File: src/include/synth_params.svh
`ifndef SYNTH_PARAMS_SVH
`define SYNTH_PARAMS_SVH

`define SAMPLE_W           8       // One audio sample
`define I2S_WORD_W         16      // Two sample copies per word
`define UART_CLKS_PER_BIT  16      // Oversampling of the serial line
`define NOTE_PERIOD_W      16      // Holds the longest base period
`define LFSR_SEED          16'hACE1

// Base periods for octave 0, clk cycles per phase step
`define NOTE_PERIOD_0      16'd47878  // C
`define NOTE_PERIOD_1      16'd45090  // C sharp
`define NOTE_PERIOD_2      16'd42566  // D
`define NOTE_PERIOD_3      16'd40178  // D sharp
`define NOTE_PERIOD_4      16'd37878  // E
`define NOTE_PERIOD_5      16'd35793  // F
`define NOTE_PERIOD_6      16'd33783  // F sharp
`define NOTE_PERIOD_7      16'd31888  // G
`define NOTE_PERIOD_8      16'd30120  // G sharp
`define NOTE_PERIOD_9      16'd28409  // A
`define NOTE_PERIOD_10     16'd26881  // A sharp
`define NOTE_PERIOD_11     16'd25434  // B

`endif

File: src/logic/synth_pkg.sv
package synth_pkg;

    // Waveform shape picked by the letter commands
    typedef enum logic [1:0] {
        WAVE_TRI = 2'd0,
        WAVE_SAW = 2'd1,
        WAVE_SQR = 2'd2
    } wave_sel_e;

    // Note byte layout, bit 7 flags a note
    typedef struct packed {
        logic       is_note;
        logic [2:0] octave;    // Right shift of the base period
        logic [3:0] semitone;  // 0 is C, 11 is B
    } note_cmd_t;

    // One received byte, read as a letter or as a note
    typedef union packed {
        logic [7:0] ascii;
        note_cmd_t  note;
    } cmd_byte_u;

endpackage

File: src/logic/uart_cmd_rx.sv
`timescale 1ns/1ns
`include "synth_params.svh"

module uart_cmd_rx
    import synth_pkg::*;
(
    input  logic      clk,
    input  logic      rst_n,
    input  logic      rx,
    output note_cmd_t note,
    output wave_sel_e wave,
    output logic      noise_en
);

    localparam int CNT_W = $clog2(`UART_CLKS_PER_BIT);
    localparam logic [CNT_W-1:0] CNT_MID  = CNT_W'(`UART_CLKS_PER_BIT / 2 - 1);
    localparam logic [CNT_W-1:0] CNT_LAST = CNT_W'(`UART_CLKS_PER_BIT - 1);

    typedef enum logic [1:0] {
        S_IDLE = 2'd0,
        S_DATA = 2'd1,
        S_STOP = 2'd2
    } rx_state_e;

    rx_state_e        state;
    logic [CNT_W-1:0] bit_cnt;   // Clocks within one bit
    logic [2:0]       bit_idx;   // Data bit being received
    cmd_byte_u        rx_byte;   // Shift register, LSB arrives first

    always_ff @(posedge clk) begin
        if (!rst_n) begin
            state    <= S_IDLE;
            bit_cnt  <= '0;
            bit_idx  <= '0;
            note     <= '{is_note: 1'b1, octave: 3'd0, semitone: 4'd9};  // A
            wave     <= WAVE_TRI;
            noise_en <= 1'b0;
        end else begin
            case (state)
                S_IDLE: begin
                    if (rx) begin
                        bit_cnt <= '0;                    // Line idle or glitch
                    end else if (bit_cnt == CNT_MID) begin
                        bit_cnt <= '0;                    // Middle of start bit
                        bit_idx <= '0;
                        state   <= S_DATA;
                    end else begin
                        bit_cnt <= bit_cnt + 1'b1;
                    end
                end
                S_DATA: begin
                    if (bit_cnt == CNT_LAST) begin
                        bit_cnt <= '0;
                        bit_idx <= bit_idx + 1'b1;
                        if (bit_idx == 3'd7)
                            state <= S_STOP;
                    end else begin
                        bit_cnt <= bit_cnt + 1'b1;
                    end
                end
                S_STOP: begin
                    if (bit_cnt == CNT_LAST) begin
                        bit_cnt <= '0;
                        state   <= S_IDLE;
                        // Low stop bit means a broken frame, drop it
                        if (rx) begin
                            if (rx_byte.note.is_note) begin
                                if (rx_byte.note.semitone <= 4'd11)
                                    note <= rx_byte.note;
                            end else begin
                                case (rx_byte.ascii)
                                    8'h54:   wave     <= WAVE_TRI;  // 'T'
                                    8'h53:   wave     <= WAVE_SAW;  // 'S'
                                    8'h51:   wave     <= WAVE_SQR;  // 'Q'
                                    8'h4E:   noise_en <= 1'b1;      // 'N'
                                    8'h46:   noise_en <= 1'b0;      // 'F'
                                    default: ;
                                endcase
                            end
                        end
                    end else begin
                        bit_cnt <= bit_cnt + 1'b1;
                    end
                end
                default: state <= S_IDLE;
            endcase
        end
    end

    // Data bits sampled at mid-bit
    always_ff @(posedge clk) begin
        if (state == S_DATA && bit_cnt == CNT_LAST)
            rx_byte.ascii <= {rx, rx_byte.ascii[7:1]};
    end

    a_state_legal: assert property (
        @(posedge clk) disable iff (!rst_n)
        state inside {S_IDLE, S_DATA, S_STOP}
    );

endmodule

File: src/logic/note_timer.sv
`timescale 1ns/1ns
`include "synth_params.svh"

module note_timer
    import synth_pkg::*;
(
    input  logic      clk,
    input  logic      rst_n,
    input  note_cmd_t note,
    output logic      step
);

    logic [`NOTE_PERIOD_W-1:0] base_period;
    logic [`NOTE_PERIOD_W-1:0] period;
    logic [`NOTE_PERIOD_W-1:0] cnt;
    note_cmd_t                 note_q;     // Last note seen
    logic                      note_chg;

    // One octave of periods
    always_comb begin
        case (note.semitone)
            4'd0:    base_period = `NOTE_PERIOD_0;
            4'd1:    base_period = `NOTE_PERIOD_1;
            4'd2:    base_period = `NOTE_PERIOD_2;
            4'd3:    base_period = `NOTE_PERIOD_3;
            4'd4:    base_period = `NOTE_PERIOD_4;
            4'd5:    base_period = `NOTE_PERIOD_5;
            4'd6:    base_period = `NOTE_PERIOD_6;
            4'd7:    base_period = `NOTE_PERIOD_7;
            4'd8:    base_period = `NOTE_PERIOD_8;
            4'd9:    base_period = `NOTE_PERIOD_9;
            4'd10:   base_period = `NOTE_PERIOD_10;
            4'd11:   base_period = `NOTE_PERIOD_11;
            default: base_period = `NOTE_PERIOD_9;   // Receiver never passes these
        endcase
    end

    assign period   = base_period >> note.octave;  // Each octave halves it
    assign note_chg = (note != note_q);
    assign step     = (cnt == period - 1'b1) && !note_chg;

    always_ff @(posedge clk) begin
        if (!rst_n) begin
            cnt    <= '0;
            note_q <= '0;
        end else begin
            note_q <= note;
            if (note_chg || cnt == period - 1'b1)
                cnt <= '0;                 // Restart on wrap or new note
            else
                cnt <= cnt + 1'b1;
        end
    end

    a_step_single: assert property (
        @(posedge clk) disable iff (!rst_n)
        step |=> !step
    );

endmodule

File: src/logic/wave_gen.sv
`timescale 1ns/1ns
`include "synth_params.svh"

module wave_gen
    import synth_pkg::*;
(
    input  logic                 clk,
    input  logic                 rst_n,
    input  logic                 step,
    input  wave_sel_e            wave,
    input  logic                 noise_en,
    output logic [`SAMPLE_W-1:0] sample
);

    logic [`SAMPLE_W-1:0] phase;
    logic [15:0]          lfsr;
    logic                 lfsr_fb;
    logic                 step_q;     // Sample loads a cycle after step
    logic [`SAMPLE_W-1:0] shaped;

    // Fibonacci taps 16, 14, 13, 11
    assign lfsr_fb = lfsr[15] ^ lfsr[13] ^ lfsr[12] ^ lfsr[10];

    always_ff @(posedge clk) begin
        if (!rst_n) begin
            phase  <= '0;
            lfsr   <= `LFSR_SEED;
            step_q <= 1'b0;
        end else begin
            step_q <= step;
            if (step) begin
                phase <= phase + 1'b1;
                lfsr  <= {lfsr[14:0], lfsr_fb};
            end
        end
    end

    always_comb begin
        if (noise_en) begin
            shaped = lfsr[15 -: `SAMPLE_W];     // Noise wins over the shape
        end else begin
            case (wave)
                WAVE_SAW: shaped = phase;
                WAVE_SQR: shaped = {`SAMPLE_W{phase[`SAMPLE_W-1]}};
                default: begin
                    // Triangle, fold the second half down
                    if (phase[`SAMPLE_W-1])
                        shaped = {~phase[`SAMPLE_W-2:0], 1'b0};
                    else
                        shaped = {phase[`SAMPLE_W-2:0], 1'b0};
                end
            endcase
        end
    end

    always_ff @(posedge clk) begin
        if (!rst_n)
            sample <= '0;
        else if (step_q)
            sample <= shaped;
    end

endmodule

File: src/logic/i2s_tx.sv
`timescale 1ns/1ns
`include "synth_params.svh"

module i2s_tx (
    input  logic                 clk,
    input  logic                 rst_n,
    input  logic [`SAMPLE_W-1:0] sample,
    output logic                 sck,
    output logic                 ws,
    output logic                 sd
);

    localparam int BIT_W = $clog2(`I2S_WORD_W);
    localparam logic [BIT_W-1:0] BIT_LAST = BIT_W'(`I2S_WORD_W - 1);

    logic [BIT_W-1:0]       bit_cnt;    // Bit within the current word
    logic [`I2S_WORD_W-1:0] shift_word;

    always_ff @(posedge clk) begin
        if (!rst_n) begin
            sck     <= 1'b0;
            ws      <= 1'b0;
            sd      <= 1'b0;
            bit_cnt <= BIT_LAST;            // First rise starts a word
        end else begin
            sck <= ~sck;
            if (!sck) begin
                // Rising sck
                if (bit_cnt == BIT_LAST) begin
                    bit_cnt <= '0;
                    ws      <= ~ws;
                end else begin
                    bit_cnt <= bit_cnt + 1'b1;
                end
            end else begin
                sd <= shift_word[`I2S_WORD_W-1];  // Falling sck, MSB first
            end
        end
    end

    // Word latched at the start rise, shifted after each falling edge
    always_ff @(posedge clk) begin
        if (!sck && bit_cnt == BIT_LAST)
            shift_word <= {sample, sample};
        else if (sck)
            shift_word <= {shift_word[`I2S_WORD_W-2:0], 1'b0};
    end

    a_ws_at_word_start: assert property (
        @(posedge clk) disable iff (!rst_n)
        $changed(ws) |-> ($rose(sck) && bit_cnt == '0)
    );

endmodule

File: src/logic/synth_top.sv
`timescale 1ns/1ns
`include "synth_params.svh"

module synth_top
    import synth_pkg::*;
(
    input  logic clk,
    input  logic rst_n,
    input  logic rx,
    output logic sck,
    output logic ws,
    output logic sd
);

    note_cmd_t            note;
    wave_sel_e            wave;
    logic                 noise_en;
    logic                 step;
    logic [`SAMPLE_W-1:0] sample;

    uart_cmd_rx u_cmd_rx (
        .clk      (clk),
        .rst_n    (rst_n),
        .rx       (rx),
        .note     (note),
        .wave     (wave),
        .noise_en (noise_en)
    );

    note_timer u_note_timer (
        .clk   (clk),
        .rst_n (rst_n),
        .note  (note),
        .step  (step)
    );

    wave_gen u_wave_gen (
        .clk      (clk),
        .rst_n    (rst_n),
        .step     (step),
        .wave     (wave),
        .noise_en (noise_en),
        .sample   (sample)
    );

    i2s_tx u_i2s_tx (
        .clk    (clk),
        .rst_n  (rst_n),
        .sample (sample),
        .sck    (sck),
        .ws     (ws),
        .sd     (sd)
    );

endmodule

File: config.mk
export PLATFORM = sky130hd
export DESIGN_NAME = synth_top
export DESIGN_NICKNAME = d
export VERILOG_FILES = /design/src/logic/synth_pkg.sv /design/src/logic/uart_cmd_rx.sv /design/src/logic/note_timer.sv /design/src/logic/wave_gen.sv /design/src/logic/i2s_tx.sv /design/src/logic/synth_top.sv
export VERILOG_INCLUDE_DIRS = /design/src /design/src/include
export SDC_FILE = /design/constraint.sdc
export NUM_CORES = 1
export LEC_CHECK = 0
export BUFFER_PORTS_ARGS = -buffer_cell sky130_fd_sc_hd__clkbuf_2
export CAP_MARGIN = 20
export CORE_UTILIZATION = 55
export DETAILED_ROUTE_END_ITERATION = 10
export PLACE_DENSITY = 0.71
export SLEW_MARGIN = 20
export SYNTH_ARGS = -nofsm -noshare
export SYNTH_HDL_FRONTEND = slang
export SYNTH_SLANG_ARGS = --single-unit
File: constraint.sdc
create_clock -name clk -period 8.3 [get_ports clk]
set_input_delay 1.245 -clock clk [delete_from_list [all_inputs] [get_ports clk]]
set_output_delay 1.245 -clock clk [all_outputs]
set_load 0.03 [all_outputs]
==> summary by stage <==
Run status
The run finished with clean final reports.

STA
The upper clock frequency limit is approximately 0.21 GHz. Headroom to the max-slew limit came out at 0.3434. The worst path meets setup with 3.596 ns of slack.

Setup repair after global routing left no endpoint under its margin. The worst clock skew on the final layout is between 0.008 and 0.009 ns. The number of max-slew violations in the final report is 0. The transition at the pin with the smallest max-transition slack is 0.9712 ns.

The final critical-path share of the clock period is 0.5667. The count of final hold-check violations is 0. For the finished layout, the period the worst path requires is 4.704 ns. Setup violations remaining at the end of the flow were counted as 0. The sum of negative setup slack is 0 ns.

Critical path
In this run the critical register-to-register path is launched from u_cmd_rx.note[5]. The largest incremental delay on the critical path is 0.70 ns. The required time reported for the critical path endpoint is 8.60 ns. The maximum fanout along the worst path is 38. STA classifies the critical path endpoint as a register. The number of buffers and inverters on the critical path is 2. The critical path starts at u_cmd_rx.note[5]. STA puts the critical path data arrival time at 5.00 ns. By startpoint and endpoint, the worst setup path is classified as reg2reg.

The cell class contributing the biggest share of worst-path delay is compound AO/OA/AOI/OAI gates. The library cell contributing the largest single delay on the critical path is sky130_fd_sc_hd__or4b_4. The signal on the critical path passes through buf_4 -> mux4_2 -> nor2b_1 -> a31oi_1 -> ha_1 -> xnor2_1 -> a211oi_1 -> o221ai_1 -> a311oi_1 -> a31oi_1 -> or4b_4 -> o211ai_1 -> buf_4 -> nor2_1. The category of the worst setup path launch point is a register.

Routing
The overall via count from detail_route is 5407. Dividing the detail-routed wire length by the instance count gives around 16 um. In this run the remaining antenna-violating nets after routing total 0. The final wirelength is about 14000 um. The met3 routed wirelength is 512 um. The uppermost layer routed is met4. The first TritonRoute pass finished after 7 iterations. The via density per instance is just over 6. The DRC violations left is 0.

The met1 layer wirelength in the final routing is between 6000 and 7000 um. The met2 layer wire length in the routed design is 6750 um. The first-iteration detailed-routing DRC count is 327.

Clock network
The number of buffers inserted by hold repair at cts is 0. The longest clock path from root to sink contains 2 buffers. The clock transition at the register clock pins on the worst setup and hold paths after CTS is 0.06 ns.

The number of clock buffers inserted by TritonCTS is 17. For the worst-skew pair, the clock arrives at the later sink with an insertion delay of 0.41 ns. The clock tree synthesis step divided the H-tree into 4 levels. In this run, post-CTS repair resized a total of 0 instances. The root buffer selected by CTS is sky130_fd_sc_hd__clkbuf_16.

The number of clock sinks is 123. TritonCTS built the clock tree. The post-CTS setup-driven buffer insertion count is 0.

Power and ir drop
The total chip power is 0.001504 W. The power per cell area is 201.2 mW/mm^2. The cell leakage power is 2.682 nW. The maximum resistive drop on vdd is 0.0001637 V.

Yosys
The count of warnings emitted by yosys is 0. A synthesized cell averages between 9 and 10 um^2. The sequential area share after synthesis is 0.3979. In the synthesized netlist the async set-or-reset flop fraction comes to 0. The number of enable flip-flop cells after synthesis is 24.

By instance count, the leading cell after synthesis is sky130_fd_sc_hd__dfxtp_1. The area share of the largest cell type after synthesis is 0.2918. Sorting the synthesized cells by how often they occur yields sky130_fd_sc_hd__dfxtp_1 (99), sky130_fd_sc_hd__nand2_1 (92), sky130_fd_sc_hd__nor2_1 (70), sky130_fd_sc_hd__mux2i_1 (48), sky130_fd_sc_hd__xnor2_1 (34).

Sorting the synthesized cells by area gives the leading types as sky130_fd_sc_hd__dfxtp_1 (29%), sky130_fd_sc_hd__edfxtp_1 (11%), sky130_fd_sc_hd__mux2i_1 (7.1%), sky130_fd_sc_hd__nand2_1 (5.1%), sky130_fd_sc_hd__xnor2_1 (4.4%). After synthesis the cells add up to 0.006792 mm^2. The number of register bits inferred by synthesis is 123.

Synthesis produced a netlist with a net count of ~760. In the synthesized netlist the dominant register cell turns out to be sky130_fd_sc_hd__dfxtp_1. The gate count after technology mapping is ~740. The biggest area contributor in the post-synthesis netlist is sky130_fd_sc_hd__dfxtp_1. The number of different library cells in the post-synthesis netlist is 74.

Global route
The number of global-route vias before repair came to 5261. The wire length of the first global-routing pass is 24500 um. Across every metal layer, demand over resource in global routing totals 0.2386. The initial antenna violation count is 0. Entering global routing, the biggest net connects 39 pins. Global routing finished with a remaining overflow of 0.

Finish
The filler cell count in the final layout is 1014. From synthesis to final layout, the design area changed by 10.02%. The number of diodes added for antenna fixing is 0. Across the whole layout, storage elements account for around 0.0027 mm^2. Summing all multi-input logic gate instances after layout gives 0.003829 mm^2. The number of nets in the finished design is 753. The share of post-route cells with drive strength above 1 is 0.08737.

Floorplan
The die is 113.1 um wide. The top-level I/O count is 6. The floorplan has 40 rows. The floorplan die area is around 0.013 mm^2.

The initial utilization of the core area, before any placement, comes to 0.5654. From bottom edge to top edge, the die measures 113.1 um. The core region is around 0.012 mm^2.

Min path
In this run the most critical hold path is launched from u_wave_gen.lfsr[7]. The path class of the tightest hold or removal check is reg2reg.

Place
The worst-case setup slack after placement is 3.137 ns. The post-DP HPWL is 9889 um. The number of port buffers is 5. The congestion estimate from routability-driven global placement came to around 0.95.

Job
The count of maximum capacitance violations is 0.
-- cell usage in the layout, fill, tap and decap left out, types with 6 or more instances in the layout --
master	count
sky130_fd_sc_hd__o211ai_1	6
sky130_fd_sc_hd__a21oi_1	27
sky130_fd_sc_hd__and2_1	16
sky130_fd_sc_hd__a22oi_1	11
sky130_fd_sc_hd__nand4_1	14
sky130_fd_sc_hd__and3_1	11
sky130_fd_sc_hd__o31ai_1	7
sky130_fd_sc_hd__edfxtp_1	24
sky130_fd_sc_hd__nor2_1	70
sky130_fd_sc_hd__mux4_2	7
sky130_fd_sc_hd__xor2_1	15
sky130_fd_sc_hd__clkbuf_16	17
sky130_fd_sc_hd__xnor2_1	34
sky130_fd_sc_hd__o21ai_0	26
sky130_fd_sc_hd__nand2b_1	10
sky130_fd_sc_hd__mux2i_1	48
sky130_fd_sc_hd__ha_1	19
sky130_fd_sc_hd__nand3_1	17
sky130_fd_sc_hd__dfxtp_1	98
sky130_fd_sc_hd__or4_1	7
sky130_fd_sc_hd__inv_1	22
sky130_fd_sc_hd__nor2b_1	13
sky130_fd_sc_hd__nand2_1	92
sky130_fd_sc_hd__nor3_1	6
-- sequential cells by signal, summed over array words and instances, names as in the netlist --
register and flops:
u_i2s_tx.shift_word 16, u_note_timer.base_period 16, u_note_timer.cnt 16, u_wave_gen.lfsr 16
u_cmd_rx.rx_byte 8, u_note_timer.note_q 8, u_wave_gen.phase 8, u_wave_gen.sample 8
u_cmd_rx.note 7, u_cmd_rx.bit_cnt 4, u_i2s_tx.bit_cnt 4, u_cmd_rx.bit_idx 3
u_cmd_rx.state 2, u_cmd_rx.wave 2, u_cmd_rx.noise_en 1, u_i2s_tx.sck 1
u_i2s_tx.sd 1, u_i2s_tx.ws 1, u_wave_gen.step_q 1
-- final cells by class --
type,count,share of cell area
tap,147,0.02461
multi-input combinational,556,0.5124
inverter,24,0.01206
timing repair buffer,9,0.007368
clock buffer,19,0.05928
clock inverter,13,0.02244
sequential,123,0.3619
-- stage by stage --
stage | hold WS [ns] | util | std cells | cell area, um^2
floorplan | 0.4347 | - | 741 | 6792
global placement | 0.4455 | 0.5705 | 858 | 6853
detailed placement | 0.4622 | 0.5705 | 858 | 6853
CTS | 0.4635 | 0.6214 | 890 | 7463
global route | 0.4916 | 0.6221 | 891 | 7472
finish | 0.4557 | 0.6221 | 891 | 7472
-- worst min-delay path: stages (launching register included) --
cell and delay (ns):
sky130_fd_sc_hd__dfxtp_1 0.31, sky130_fd_sc_hd__nand2_1 0.05, sky130_fd_sc_hd__mux2i_1 0.05
-- where the power goes --
part / internal (W) / total (W) / leakage (nW) / switching (W)
clock network: 0.000482 / 0.000755 / 0.294 / 0.000273
logic: 0.0000279 / 0.0000805 / 1.35 / 0.0000526
registers: 0.000653 / 0.000668 / 1.04 / 0.0000154
-- kinds of logic (layout without fill, tap and decap cells) --
kind of cell	count (synthesis)	after routing	share of synthesized area
simple gates	284	284	0.2052
compound gates	137	137	0.1413
flops	123	123	0.3979
mux	67	67	0.1183
buf+inv	62	65	0.03906
xor+xnor	49	49	0.06319
fa+ha+maj	19	19	0.03500
-- per-layer routing --
layer  track usage  up-vias
met3       0.04821       29
li1              -     2646
met4        0.1079        0
met2        0.3820      121
met1        0.3120     2611
met5             0        -
-- worst paths after layout --
check | endpoint | slack, ns | depth (start not counted)
worst max register to register | u_note_timer.cnt[15] | 3.60 | 14
worst max-delay path | u_note_timer.cnt[15] | 3.60 | 14
worst min-delay path | u_wave_gen.lfsr[8] | 0.46 | 2
worst min register to register | u_wave_gen.lfsr[8] | 0.46 | 2
(Power assumes the default switching activity.)
